File: src/verilog/softmax_defines.svh
// widths and sizes shared by the softmax exponent stage
// include in any file that needs a field width or the block length

`ifndef SOFTMAX_DEFINES_SVH
`define SOFTMAX_DEFINES_SVH

// float word: sign, exponent, mantissa with explicit leading one
`define SM_FP_W        18
`define SM_EXP_W       8
`define SM_MAN_W       9

// block sequencing
`define SM_NUM         8    // elements per block
`define SM_PTR_W       3    // log2 of SM_NUM

// exponent lookup table
`define SM_LUT_ADDR_W  9    // sign + 8 rounded mantissa bits
`define SM_LUT_DEPTH   512
`define SM_SHIFT_W     8    // cfg_shift width

`endif

File: src/verilog/softmax_pkg.sv
// types shared by the softmax exponent stage and its testbench
// refer to them as softmax_pkg::name

`include "softmax_defines.svh"

package softmax_pkg;

    // field view of a float word
    typedef struct packed {
        logic                 sign;
        logic [`SM_EXP_W-1:0] exponent;
        logic [`SM_MAN_W-1:0] mantissa;   // bit 8 is the leading one, 0 means zero
    } fp_fields_t;

    // raw bits for storage, fields for compare and arithmetic
    typedef union packed {
        logic [`SM_FP_W-1:0] raw;
        fp_fields_t          fields;
    } fp_word_t;

    // table write port
    typedef struct packed {
        logic                      en;
        logic [`SM_LUT_ADDR_W-1:0] addr;
        fp_word_t                  data;
    } lut_wr_t;

    // per block result
    typedef struct packed {
        fp_word_t sum;    // sum of the block's exponents
        fp_word_t max;    // block maximum
    } block_result_t;

endpackage
File: src/verilog/softmax_input_buffer.sv
// block buffer of the softmax stage that stores SM_NUM elements, tracks the max,
// then replays the block and holds busy until the block result goes out

`timescale 1ns/1ps
`include "softmax_defines.svh"

module softmax_input_buffer (
    input  logic                  clk,
    input  logic                  rst_n,
    input  softmax_pkg::fp_word_t idata,
    input  logic                  idata_valid,
    output softmax_pkg::fp_word_t rd_data,
    output logic                  rd_valid,
    output softmax_pkg::fp_word_t max_value,
    output logic                  busy
);

    softmax_pkg::fp_word_t mem [`SM_NUM];
    logic [`SM_PTR_W-1:0]  wr_ptr;
    logic [`SM_PTR_W:0]    seq_cnt;    // cycles since the last element; low bits address mem
    logic                  accept;
    logic                  last_in;
    logic                  seq_done;

    // true float order x > y
    function automatic logic fp_gt(input softmax_pkg::fp_fields_t x,
                                   input softmax_pkg::fp_fields_t y);
        logic mag_gt;
        logic mag_lt;
        mag_gt = {x.exponent, x.mantissa} > {y.exponent, y.mantissa};
        mag_lt = {x.exponent, x.mantissa} < {y.exponent, y.mantissa};
        if (x.sign != y.sign)
            return y.sign;           // positive beats negative
        else if (x.sign)
            return mag_lt;           // both negative, smaller magnitude wins
        else
            return mag_gt;
    endfunction

    assign accept   = idata_valid && !busy;              // dropped while busy
    assign last_in  = accept && (wr_ptr == `SM_PTR_W'(`SM_NUM - 1));
    assign seq_done = busy && (seq_cnt == (`SM_PTR_W+1)'(`SM_NUM + 3));

    ////////////////////////////////////////////////////////////////////////////
    // fill side
    ////////////////////////////////////////////////////////////////////////////
    always_ff @(posedge clk or negedge rst_n) begin
        if (!rst_n)
            wr_ptr <= '0;
        else if (accept)
            wr_ptr <= wr_ptr + 1'b1;   // wraps to 0 after the last element
    end

    always_ff @(posedge clk) begin
        if (accept)
            mem[wr_ptr] <= idata;
        // first element seeds the max
        if (accept && (wr_ptr == '0 || fp_gt(idata.fields, max_value.fields)))
            max_value <= idata;
    end

    ////////////////////////////////////////////////////////////////////////////
    // replay and busy window
    ////////////////////////////////////////////////////////////////////////////
    always_ff @(posedge clk or negedge rst_n) begin
        if (!rst_n) begin
            busy    <= 1'b0;
            seq_cnt <= '0;
        end else if (last_in) begin
            busy    <= 1'b1;
            seq_cnt <= '0;
        end else if (busy) begin
            seq_cnt <= seq_cnt + 1'b1;
            if (seq_done)
                busy <= 1'b0;          // same edge as result_valid
        end
    end

    // registered replay of the first SM_NUM busy cycles
    always_ff @(posedge clk or negedge rst_n) begin
        if (!rst_n)
            rd_valid <= 1'b0;
        else
            rd_valid <= busy && !seq_cnt[`SM_PTR_W];
    end

    always_ff @(posedge clk) begin
        rd_data <= mem[seq_cnt[`SM_PTR_W-1:0]];
    end

endmodule

File: config.mk
export PLATFORM = sky130hd
export DESIGN_NAME = softmax_input_buffer
export DESIGN_NICKNAME = d
export VERILOG_FILES = /design/src/verilog/softmax_pkg.sv /design/src/verilog/softmax_input_buffer.sv
export VERILOG_INCLUDE_DIRS = /design/src /design/src/verilog
export SDC_FILE = /design/constraint.sdc
export NUM_CORES = 1
export LEC_CHECK = 0
export BUFFER_PORTS_ARGS = -buffer_cell sky130_fd_sc_hd__buf_2
export CAP_MARGIN = 25
export CELL_PAD_IN_SITES_DETAIL_PLACEMENT = 1
export CELL_PAD_IN_SITES_GLOBAL_PLACEMENT = 2
export CORE_MARGIN = 2
export CORE_UTILIZATION = 49
export DETAILED_ROUTE_END_ITERATION = 7
export PLACE_DENSITY = 0.89
export SLEW_MARGIN = 25
export SYNTH_ARGS = -nofsm -noshare
export SYNTH_HDL_FRONTEND = slang
export SYNTH_SLANG_ARGS = --single-unit
File: constraint.sdc
create_clock -name clk -period 8.5 [get_ports clk]
set_input_delay 0 -clock clk [delete_from_list [all_inputs] [get_ports clk]]
set_output_delay 0 -clock clk [all_outputs]
set_load 0.02 [all_outputs]
==> impl_results.md <==
* Syn-to-layout area delta at 19.9%
* Post-route ant nets at 0
* IO buf count at 58
* WHS Endpoint: mem[1][9]
* Worst slew margin at 31.8%
* RR Startpoint: max_value[4]
* Status: finished clean
* Post-cts sizing count at 0
* DR vias/cell at 5.70
* YS warnings at 0
* Chip Width at 126 um
* Post-CTS Setup Inserts at 0
* Register area share after synthesis at 75.3%
* Layout cells sized above 1 at 36.4%
* CTS Sinks at 189
* Final period utilization at 33.0%
* TritonCTS clock tree: built
* Distinct cells, synth at 30
* Inst Count DP at 597
* Overall Power at 2.78 mW
* I/O pins at 59
* Total number of vias at 3713
* CP required at 8.65 ns
* Clk root buf: clkbuf_16
* Most frequent cells in the layout: 162 x edfxtp_1, 58 x buf_2, 36 x mux4_2
* Hold Crit Class: in2reg
* Largest net degree at the start of global routing at 39
* Total gr overflow at 0
* Dpl hpwl at 9.72 mm
* # nets final at 496
* Synth Flop Type: edfxtp_1
* Cell Rows at 44
* CORE AREA at 14500 sq um
* Power Density at 321 nW/um^2
* Setup Skew at 0.00631 ns
* Die ar. at 15800 sq um
* WL per Instance at 25.2 um
* Hold wc startpoint: idata[9]
* Total GRT Usage at 22.2%
* Syn_area_per_cell at 20.3 sq um
* Flop2flop setup slack at 5.70 ns
* Final hold violation count at 0
* First-pass GRT wire length at 25.1 mm
* Post-route DRC at 0
* Drt initial violations at 334
* Sequential cell area at 5450 sq um
* VDD IR max at 191 uV
* Worst-Margin Slew at 1.02 ns
* Fmax at 0.357 GHz
* Max-Cap Viols at 0
* Starting Density at 50.0%
* Worst slack, placed at 5.50 ns
* Post-Route Utilization at 60.0%
* Multi-input logic area at 1690 sq um
* Post-Layout Cell Count at 651
* CTS buffer count at 17
* #FFs+latches synth at 189
* CP Class: reg2reg
* Syn Inst Count at 356
* Lkg Pwr at 3.10 nW
* Reg2reg end: max_value[11]
* Post-synth EDFFs at 162
* Htree depth at 4
* Critical path startpoint category: flop
* Min cycle time layout at 2.80 ns
* CP Data Arrival Time at 2.95 ns
* Hold depth at 2
* Vias in the first global route at 4132
* Commonest non-fill, non-tap cell in the layout: edfxtp_1
* Fill count at 1253
* Clock Latency Late Sink at 0.44 ns
* Crit path capture type: flop
* Post-CTS Hold Buffers at 21
* Die H at 126 um
* Mapped Area at 7240 sq um
* Clk buf depth at 2
* Routed WL at 16.4 mm
* Final setup margin at 5.70 ns
* Asr flop ratio synth at 4.76%
* Reg2reg path depth at 9
* Number of antenna violations at the first check in global routing at 0
* RSZ-0062 raised after global routing: false
* Total negative slack at 0 ns
* Worst-path clk slew at 0.06 ns
* Mapped Nets at 398
* Slew Viols, Final at 0
* Gpl congestion at 0.762
* Final setup fails at 0
* # diodes at 0
* Drt first pass iters at 7
* Worst-path fanout max at 12
sequential cells by signal, indices dropped and copies added (netlist names):
signal / cells
rd_data: 18
max_value: 18
busy: 1
wr_ptr: 3
rd_valid: 1
mem: 144
seq_cnt: 4
cell usage after synthesis (2+ instances only):
cell type,count,area share (%)
dfxtp_1,18,5.0
o211ai_1,2,0.21
mux4_2,36,11
nor2_1,5,0.26
buf_6,3,0.47
mux2_2,21,3.3
nand3_1,3,0.21
ha_1,21,3.6
inv_1,20,1.0
o21ai_0,4,0.28
dfrtp_1,9,3.1
edfxtp_1,162,67
and4_1,4,0.48
xnor2_1,2,0.24
a21oi_1,8,0.55
nand2b_1,3,0.26
buf_2,5,0.35
clkbuf_1,3,0.16
nor3_1,4,0.28
nand2_1,13,0.67
area by class of cell:
cell class                 instances  area share [%]
timing repair buffer              91            6.89
inverter                          20           0.865
multi-input combinational        135            19.4
tap                              184            2.65
clock inverter                    13            2.25
clock buffer                      19            5.10
sequential                       189            62.8
per-stage QoR:
step | hold WS [ns] | cell area, sq um
final | 0.422 | 8680
after global routing | 0.421 | 8680
after CTS | 0.402 | 8660
after detailed placement | -0.130 | 7810
after global placement | -0.135 | 7810
after floorplan | -0.296 | 7240
routing by layer:
| metal | vias to the layer above | global-route usage [%] | part of all wire [%] |
|---|---|---|---|
| li1 | 1619 | - | - |
| met1 | 1898 | 28.8 | 40 |
| met2 | 158 | 36.2 | 51 |
| met3 | 38 | 5.43 | 6.3 |
| met4 | 0 | 9.41 | 2.6 |
| met5 | - | 0 | 0 |
cells by family after synthesis:
kind of cell               after synthesis  share of synthesized area, %
xor gates and xnor gates                 2                         0.242
adders and majority gates               21                          3.63
muxes                                   57                          14.5
AOI/OAI and AO/OA                       19                          1.71
DFF                                    189                          75.3
and+or+nand+nor                         36                          2.59
buffers and inverters                   32                          2.06
worst max-delay path: stages, from the launching register on:
cell,delay [ns]
edfxtp_1,0.36
inv_1,0.06
ha_1,0.33
nand2_1,0.07
o21ai_0,0.21
a221oi_1,0.13
o211ai_1,0.35
a21oi_1,0.20
a311oi_4,0.55
buf_8,0.23
worst max-delay path by stage:
stage,startpoint,end,slack (ns),depth (start not counted)
after floorplan,max_value[7],max_value[0],4.98,7
after global placement,max_value[3],max_value[7],5.64,7
after detailed placement,max_value[6],max_value[11],5.50,7
after CTS,max_value[6],max_value[12],5.44,7
after global routing,max_value[4],max_value[11],5.53,9
final,max_value[4],max_value[11],5.70,9
where the power goes:
group          internal (mW)  leakage [nW]  total (mW)  switching [mW]
clock                  0.526         0.312       0.855           0.329
combinational          0.328          1.07       0.683           0.354
sequential              1.14          1.72        1.25           0.104
No activity file was read; power rests on OpenSTA's default activity.
