**config.mk**
```make
export PLATFORM = sky130hd
export DESIGN_NAME = fp_add
export DESIGN_NICKNAME = d
export VERILOG_FILES = /design/src/verilog/softmax_pkg.sv /design/src/verilog/fp_add.sv
export VERILOG_INCLUDE_DIRS = /design/src /design/src/verilog
export SDC_FILE = /design/constraint.sdc
export NUM_CORES = 1
export LEC_CHECK = 0
export BUFFER_PORTS_ARGS = -buffer_cell sky130_fd_sc_hd__buf_2
export CAP_MARGIN = 20
export CORE_AREA = 2 2 99 101
export DETAILED_ROUTE_END_ITERATION = 10
export DIE_AREA = 0 0 101 103
export GPL_TIMING_DRIVEN = 1
export PLACE_DENSITY = 0.71
export SYNTH_ARGS = -nofsm -noshare
export SYNTH_HDL_FRONTEND = slang
export SYNTH_SLANG_ARGS = --single-unit
```
**constraint.sdc**
```tcl
create_clock -name vclk -period 29.9
set_input_delay 5.98 -clock vclk [all_inputs]
set_output_delay 5.98 -clock vclk [all_outputs]
set_load 0.01 [all_outputs]
```
**src/verilog/softmax_defines.svh**
```systemverilog
// widths and sizes shared by the softmax exponent stage
// include in any file that needs a field width or the block length

`ifndef SOFTMAX_DEFINES_SVH
`define SOFTMAX_DEFINES_SVH

// float word: sign, exponent, mantissa with explicit leading one
`define SM_FP_W        18
`define SM_EXP_W       8
`define SM_MAN_W       9

// block sequencing
`define SM_NUM         8    // elements per block
`define SM_PTR_W       3    // log2 of SM_NUM

// exponent lookup table
`define SM_LUT_ADDR_W  9    // sign + 8 rounded mantissa bits
`define SM_LUT_DEPTH   512
`define SM_SHIFT_W     8    // cfg_shift width

`endif

```
**src/verilog/softmax_pkg.sv**
```systemverilog
// types shared by the softmax exponent stage and its testbench
// refer to them as softmax_pkg::name

`include "softmax_defines.svh"

package softmax_pkg;

    // field view of a float word
    typedef struct packed {
        logic                 sign;
        logic [`SM_EXP_W-1:0] exponent;
        logic [`SM_MAN_W-1:0] mantissa;   // bit 8 is the leading one, 0 means zero
    } fp_fields_t;

    // raw bits for storage, fields for compare and arithmetic
    typedef union packed {
        logic [`SM_FP_W-1:0] raw;
        fp_fields_t          fields;
    } fp_word_t;

    // table write port
    typedef struct packed {
        logic                      en;
        logic [`SM_LUT_ADDR_W-1:0] addr;
        fp_word_t                  data;
    } lut_wr_t;

    // per block result
    typedef struct packed {
        fp_word_t sum;    // sum of the block's exponents
        fp_word_t max;    // block maximum
    } block_result_t;

endpackage
```
**src/verilog/fp_add.sv**
```systemverilog
// combinational float adder for the 18 bit softmax format
// feed b with its sign flipped to subtract; no rounding, no special values

`timescale 1ns/1ps
`include "softmax_defines.svh"

module fp_add (
    input  softmax_pkg::fp_word_t a,
    input  softmax_pkg::fp_word_t b,
    output softmax_pkg::fp_word_t sum
);

    softmax_pkg::fp_fields_t big_op;     // larger magnitude operand
    softmax_pkg::fp_fields_t sml_op;     // smaller magnitude operand
    logic [`SM_EXP_W-1:0]    ediff;
    logic [`SM_MAN_W:0]      sml_align;  // extra top bit for carry out
    logic [`SM_MAN_W:0]      raw;        // unnormalized result
    logic [3:0]              lz;         // 0..9 leading zeros

    // count zeros above the first one
    function automatic logic [3:0] lead_zeros(input logic [`SM_MAN_W-1:0] m);
        logic [3:0] n;
        logic       hit;
        n   = 4'd0;
        hit = 1'b0;
        for (int i = `SM_MAN_W - 1; i >= 0; i--) begin
            if (m[i])
                hit = 1'b1;
            else if (!hit)
                n = n + 4'd1;
        end
        return n;
    endfunction

    ////////////////////////////////////////////////////////////////////////////
    // order operands by magnitude
    ////////////////////////////////////////////////////////////////////////////
    always_comb begin
        if ({a.fields.exponent, a.fields.mantissa} > {b.fields.exponent, b.fields.mantissa}) begin
            big_op = a.fields;
            sml_op = b.fields;
        end else begin
            big_op = b.fields;   // ties land here, sign then follows b
            sml_op = a.fields;
        end
    end

    assign ediff     = big_op.exponent - sml_op.exponent;
    assign sml_align = {1'b0, sml_op.mantissa} >> ediff;

    ////////////////////////////////////////////////////////////////////////////
    // add or subtract, then normalize
    ////////////////////////////////////////////////////////////////////////////
    always_comb begin
        sum = '0;
        raw = '0;
        lz  = '0;
        if (!a.fields.mantissa[`SM_MAN_W-1]) begin
            sum = b;                          // a is zero
        end else if (!b.fields.mantissa[`SM_MAN_W-1]) begin
            sum = a;                          // b is zero
        end else if (ediff > `SM_MAN_W) begin
            sum.fields = big_op;              // smaller one shifts out entirely
        end else if (big_op.sign == sml_op.sign) begin
            raw = {1'b0, big_op.mantissa} + sml_align;
            sum.fields.sign = big_op.sign;
            if (raw[`SM_MAN_W]) begin         // carry, shift right once
                sum.fields.exponent = big_op.exponent + 1'b1;
                sum.fields.mantissa = raw[`SM_MAN_W:1];
            end else begin
                sum.fields.exponent = big_op.exponent;
                sum.fields.mantissa = raw[`SM_MAN_W-1:0];
            end
        end else begin
            raw = {1'b0, big_op.mantissa} - sml_align;   // never negative
            if (raw == '0) begin
                sum = '0;                     // exact cancellation, +0
            end else begin
                lz = lead_zeros(raw[`SM_MAN_W-1:0]);
                sum.fields.sign     = big_op.sign;
                sum.fields.exponent = big_op.exponent - lz;   // wraps on underflow
                sum.fields.mantissa = raw[`SM_MAN_W-1:0] << lz;
            end
        end
    end

endmodule

```
==> results of run 1 <==
## worst paths after layout
check	from	end	slack, ns	depth (start not counted)
setup / recovery	b[8]	sum[16]	3.75	62
hold / removal	b[5]	sum[5]	12.33	4
## critical path, delay by kind of cell
kind	cells	cell delay, ns
compound gates	28	6.61
buf+inv	6	0.87
fa+ha+maj	10	3.30
mux	2	0.23
simple gates	16	3.14
## cell families (layout without fill, tap and decap cells)
family | count (synthesis) | count (layout) | synth area share, %
muxes | 31 | 31 | 8.08
xor gates and xnor gates | 24 | 24 | 5.77
AOI/OAI and AO/OA | 245 | 245 | 38.9
and+or+nand+nor | 203 | 203 | 24.1
buffers and inverters | 77 | 104 | 7.44
adders and majority gates | 50 | 50 | 15.7
## Yosys cell counts (all sizes together) (3+ instances only)
| cell | n | area (µm²) |
|---|---|---|
| a211oi | 7 | 52.6 |
| ha | 47 | 588 |
| o41ai | 4 | 35.0 |
| a22oi | 11 | 82.6 |
| mux2 | 5 | 60.1 |
| nor3 | 14 | 75.1 |
| a31o | 4 | 35.0 |
| and2 | 9 | 56.3 |
| or2 | 5 | 31.3 |
| fa | 3 | 60.1 |
| nand4 | 5 | 31.3 |
| a222oi | 3 | 30.0 |
| xnor2 | 12 | 105 |
| nor2b | 11 | 68.8 |
| mux2i | 25 | 250 |
| o21ai | 56 | 280 |
| and3 | 8 | 50.1 |
| o21a | 6 | 45.0 |
| clkbuf | 25 | 93.8 |
| a211o | 3 | 26.3 |
| buf | 6 | 40.0 |
| a21boi | 7 | 52.6 |
| a32o | 3 | 30.0 |
| nand2b | 8 | 50.1 |
| or3 | 9 | 56.3 |
| o2111ai | 3 | 26.3 |
| a21oi | 64 | 324 |
| inv | 46 | 173 |
| o21bai | 4 | 30.0 |
| a21o | 11 | 82.6 |
| xor2 | 10 | 87.6 |
| a31oi | 13 | 81.3 |
| a221oi | 4 | 41.3 |
| nor2 | 49 | 186 |
| o31ai | 3 | 27.5 |
| nand3 | 17 | 85.1 |
| nand2 | 58 | 220 |
| o22ai | 8 | 50.1 |
| o211ai | 10 | 75.1 |
## metal layers
| metal | up-vias | global-route usage (%) |
|---|---|---|
| met5 | - | 0 |
| met1 | 2378 | 34.4 |
| li1 | 2411 | - |
| met2 | 267 | 44.4 |
| met4 | 0 | 3.74 |
| met3 | 24 | 1.63 |
## through the flow
stage / hold WS, ns / power [mW]
2_1_floorplan: 12.09 / 0.130
3_3_place_gp: 12.33 / 0.165
3_5_place_dp: 12.33 / 0.170
4_1_cts: 12.33 / 0.171
5_1_grt: 12.37 / 0.193
6_report: 12.33 / 0.177
## power by group through the flow
stage,combinational [mW],clock [mW],sequential (mW)
floorplan,0.130,0,0
global placement,0.165,0,0
detailed placement,0.170,0,0
CTS,0.171,0,0
global route,0.193,0,0
finish,0.177,0,0
## final cells by class
| class | instances | area, µm² | share of cell area, % |
|---|---|---|---|
| multi-input cells | 553 | 3810 | 86.1 |
| repair buffers | 58 | 300 | 6.78 |
| inverters | 46 | 173 | 3.90 |
| well taps | 114 | 143 | 3.22 |
==> results.txt, run 1 <==
----------------------------------------------------
[Status]
  Status ... finished clean

[Yosys]
  Cells after synthesis ... 630
  Avg Synthesized Cell Area ... 6.54 µm²
  Number of different library cells in the post-synthesis netlist ... 76
  Count of yosys warnings during synthesis ... 0
  Total standard cell area after synthesis ... 4120 µm²
  Net count after synthesis ... 716
  Sequential-to-total area share from yosys stat ... 0%

[STA]
  Shortest period the worst path allows ... 26.15 ns
  Final worst path period share ... 87.5%
  Worst relative slew slack ... 32.5%
  Count of final setup violators ... 0
  Achievable frequency ... 0.0382 GHz
  Fin. max-slew vios ... 0
  Final sum of negative setup slack ... 0 ns
  Pin slew with the least headroom to its limit ... 1.01 ns
  Crit path setup slack, layout ... 3.75 ns
  Hold Vio Cnt, Final ... 0
  Unrepaired setup endpoints after global routing ... no

[Detailed routing]
  Vias per cell ... 6.59
  Met3 wire len ... 1070 µm
  DR iter-0 viols ... 620
  Detailed-routing iteration count for the pre-antenna-repair pass ... 5
  Highest Signal Layer ... met4
  Total length of routed met2 wires ... 6400 µm
  M1 WL ... 5980 µm
  Via count ... 5080
  Remaining DRCs ... 0
  Total length of routed wires ... 13600 µm
  Routed length per placed instance ... 17.7 µm
  Count of nets left with antenna violations after detail routing ... 0

[Pwr]
  Leakage dissipation ... 2.01 nW
  Part of the power in registers ... 0%
  Power per Cell Area ... 39.9 nW/µm²
  Logic pwr share ... 100.0%
  Switching component of the power ... 108 µW
  Clock network fraction of total power ... 0%
  Switching share of total power ... 61.2%
  Power Internal ... 68.4 µW
  Max IR drop VDD ... 0.0142 mV

[Place]
  Estimated wirelength of the detail-placed design ... 11000 µm
  Placed insts ... 770
  RePlAce Congestion ... 1.04
  Worst slack at placement ... 4.06 ns
  Count of port buffers added during placement ... 54
  Dpl cell area ... 4420 µm²

[Layout]
  Fill cell total of the finished layout ... 963
  Final design instance area without fill ... 4430 µm²
  Ratio of cells with drive above 1 in the final layout ... 12.8%
  Diodes inserted ... 0
  Leading cell type in the layout, fill and taps excluded ... a21oi_1
  FFs & Latches ... 0
  Final core utilization ... 46.8%
  Layout clock buffers ... 0
  Final standard cell count with taps included and fillers excluded ... 771
  Most used cells in the layout excluding fill and tap cells ... a21oi_1, nand2_1, buf_2
  Total number of nets in the final design ... 745
  Register area ... 0 µm²
  Area added between synthesis and finish ... 7.50%

[Floorplanning]
  Die height ... 103 µm
  Chip width ... 101 µm
  I/O pin count ... 54
  Floorplan die area ... 10400 µm²
  Number of rows in the core area ... 36
  Core Region ... 9460 µm²
  Starting utilization of the core area ... 43.6%

[Global route]
  Total congestion overflow after global routing ... 0
  Tot GR Track Use ... 25.2%
  Antenna violations before repair ... 0
  Number of global-route vias before repair ... 4632
  Pin count of the biggest net entering global routing ... 43
  First-pass GRT wire length ... 22000 µm

[Critical path]
  Arr. time, crit path ... 20.17 ns
  Maximum fanout along the worst path ... 42
  Nature of the critical path startpoint ... input pin
  CP Class ... in2out
  Worst path required time ... 23.92 ns
  Slowest cell delay on critical path ... 0.82 ns
  Sort of element at the end of the critical path ... primary output
  Critical path's most frequent cell ... ha_1
  Cell with the biggest individual delay on the critical path ... a222oi_1

[Clock network]
  Post-CTS Setup Bufs ... 0
  CTS hold repair buffers ... 0
  # resized after CTS ... 0

[Flow run]
  Max-cap check violation count ... 0

[Worst hold path]
  Worst hold-check path type ... in2out

----------------------------------------------------
Power figures use the tool's default switching activity.
==> run 2: changes to the inputs <==
--- a/config.mk
+++ b/config.mk
@@ -13,6 +13,7 @@
 export DIE_AREA = 0 0 101 103
 export GPL_TIMING_DRIVEN = 1
 export PLACE_DENSITY = 0.71
+export REMOVE_ABC_BUFFERS = 1
 export SYNTH_ARGS = -nofsm -noshare
 export SYNTH_HDL_FRONTEND = slang
 export SYNTH_SLANG_ARGS = --single-unit
==> run 2 against run 1 <==
Against the previous run: cell count increased by 0.13%; non-clock buffer count is 1 higher; fmax increased by 0.92%; via count is 1.2% lower; hold slack lost 0.0025 ns; cell area is 0.17% higher; critical path type unchanged; largest cell class unchanged; largest power group unchanged.
==> results.txt, run 2 (synthesis gave the netlist of run 1 again) <==
----------------------------------------------------
[Global route]
  Number of global-route vias before repair ... 4535 (-2.1%)
  Total congestion overflow after global routing ... 0 (unchanged)
  Pin count of the biggest net entering global routing ... 43 (unchanged)
  Tot GR Track Use ... 25.1% (-0.095 points)
  Antenna violations before repair ... 0 (unchanged)
  First-pass GRT wire length ... 21700 µm (-1.3%)

[Clock network]
  # resized after CTS ... 0 (unchanged)
  Post-CTS Setup Bufs ... 0 (unchanged)
  CTS hold repair buffers ... 0 (unchanged)

[Critical path]
  Cell with the biggest individual delay on the critical path ... a222oi_1
  Arr. time, crit path ... 19.93 ns (-0.24 ns)
  Nature of the critical path startpoint ... input pin
  Kind of cell with the highest combined delay on the critical path ... compound AO/OA/AOI/OAI gates
  Critical path's most frequent cell ... ha_1
  CP Class ... in2out
  Slowest cell delay on critical path ... 0.80 ns (-0.02 ns)
  Maximum fanout along the worst path ... 42 (unchanged)
  Sort of element at the end of the critical path ... primary output
  Worst path required time ... 23.92 ns (about the same)
  Bufs and invs on worst path ... 8 (+2)

[STA]
  Fin. max-slew vios ... 0 (unchanged)
  Hold Vio Cnt, Final ... 0 (unchanged)
  Post-Route Hold Slack ... 12.33 ns (-0.00250 ns)
  Unrepaired setup endpoints after global routing ... no
  Pin slew with the least headroom to its limit ... 0.986 ns (-0.0225 ns)
  Count of final setup violators ... 0 (unchanged)
  Final sum of negative setup slack ... 0 ns (unchanged)
  Achievable frequency ... 0.0386 GHz (+0.92%)
  Final worst path period share ... 86.7% (-0.80 points)
  Shortest period the worst path allows ... 25.91 ns (-0.239 ns)
  Worst relative slew slack ... 34.0% (+1.5 points)

[Detailed routing]
  Total length of routed wires ... 13300 µm (-2.2%)
  Detailed-routing iteration count for the pre-antenna-repair pass ... 6 (+1)
  Total length of routed met2 wires ... 6390 µm (about the same)
  Count of nets left with antenna violations after detail routing ... 0 (unchanged)
  M1 WL ... 5730 µm (-4.2%)
  Routed length per placed instance ... 17.3 µm (-2.3%)
  Remaining DRCs ... 0 (unchanged)
  DR iter-0 viols ... 506 (-18%)
  Met3 wire len ... 928 µm (-14%)
  Highest Signal Layer ... met4
  Via count ... 5019 (-1.2%)
  Vias per cell ... 6.50 (-1.3%)

[Layout]
  Total number of nets in the final design ... 746 (+0.13%)
  Diodes inserted ... 0 (unchanged)
  Leading cell type in the layout, fill and taps excluded ... a21oi_1
  Most used cells in the layout excluding fill and tap cells ... a21oi_1, nand2_1, buf_2
  Ratio of cells with drive above 1 in the final layout ... 12.9% (+0.13 points)
  Area added between synthesis and finish ... 7.68%
  Register area ... 0 µm² (unchanged)
  Layout clock buffers ... 0 (unchanged)
  FFs & Latches ... 0 (unchanged)

[Pwr]
  Power per Cell Area ... 39.4 nW/µm² (-1.1%)
  Leakage dissipation ... 2.01 nW (+0.24%)
  Max IR drop VDD ... 0.0169 mV (+19%)
  Overall Power ... 175 µW (-0.89%)

[Worst hold path]
  Worst hold-check path type ... in2out

[Floorplanning]
  Die height ... 103 µm (unchanged)
  Floorplan die area ... 10400 µm² (unchanged)
  Starting utilization of the core area ... 43.6% (unchanged)
  Core Region ... 9460 µm² (unchanged)
  Number of rows in the core area ... 36 (unchanged)
  Chip width ... 101 µm (unchanged)
  I/O pin count ... 54 (unchanged)

[Flow run]
  Max-cap check violation count ... 0 (unchanged)

[Place]
  RePlAce Congestion ... 1.02 (-1.8%)
  Estimated wirelength of the detail-placed design ... 10800 µm (-1.5%)
  Count of port buffers added during placement ... 54 (unchanged)

[Status]
  Status ... finished clean

----------------------------------------------------
[run 2: changes by cell type in the layout (fill, tap and decap cells not counted)]
cell and delta:
buf_4 +1
[run 2: area by class of cell]
| cell class | instances | area (µm²) |
|---|---|---|
| fillers | 995 | 5020 |
| inverters | 46 | 173 |
| multi-input cells | 553 | 3810 |
| well taps | 114 | 143 |
| repair buffers | 59 | 308 |
[run 2: stage by stage]
stage | setup slack, ns | instances | util, % | instance area [µm²]
CTS | 4.15 | 772 | 46.9 | 4440
global route | 2.76 | 772 | 46.9 | 4440
floorplan | 6.28 | 599 | - | 3990
finish | 3.99 | 772 | 46.9 | 4440
global placement | 4.61 | 772 | 46.9 | 4440
detailed placement | 4.18 | 772 | 46.9 | 4440
[run 2: worst paths after layout]
| kind | end | cells after the start | from | slack, ns |
|---|---|---|---|---|
| worst max-delay path | sum[14] | 62 | b[8] | 3.99 |
| worst min-delay path | sum[0] | 4 | a[0] | 12.33 |
[run 2: power by group]
| group | switching, mW | internal, mW |
|---|---|---|
| Clock | 0 | 0 |
| Combinational | 0.106 | 0.0688 |
| Sequential | 0 | 0 |
[run 2: per-layer routing]
layer	track usage, %	vias to the layer above
met5	0	-
met4	5.09	0
met3	0.610	40
met2	45.3	249
met1	33.6	2318
li1	-	2412
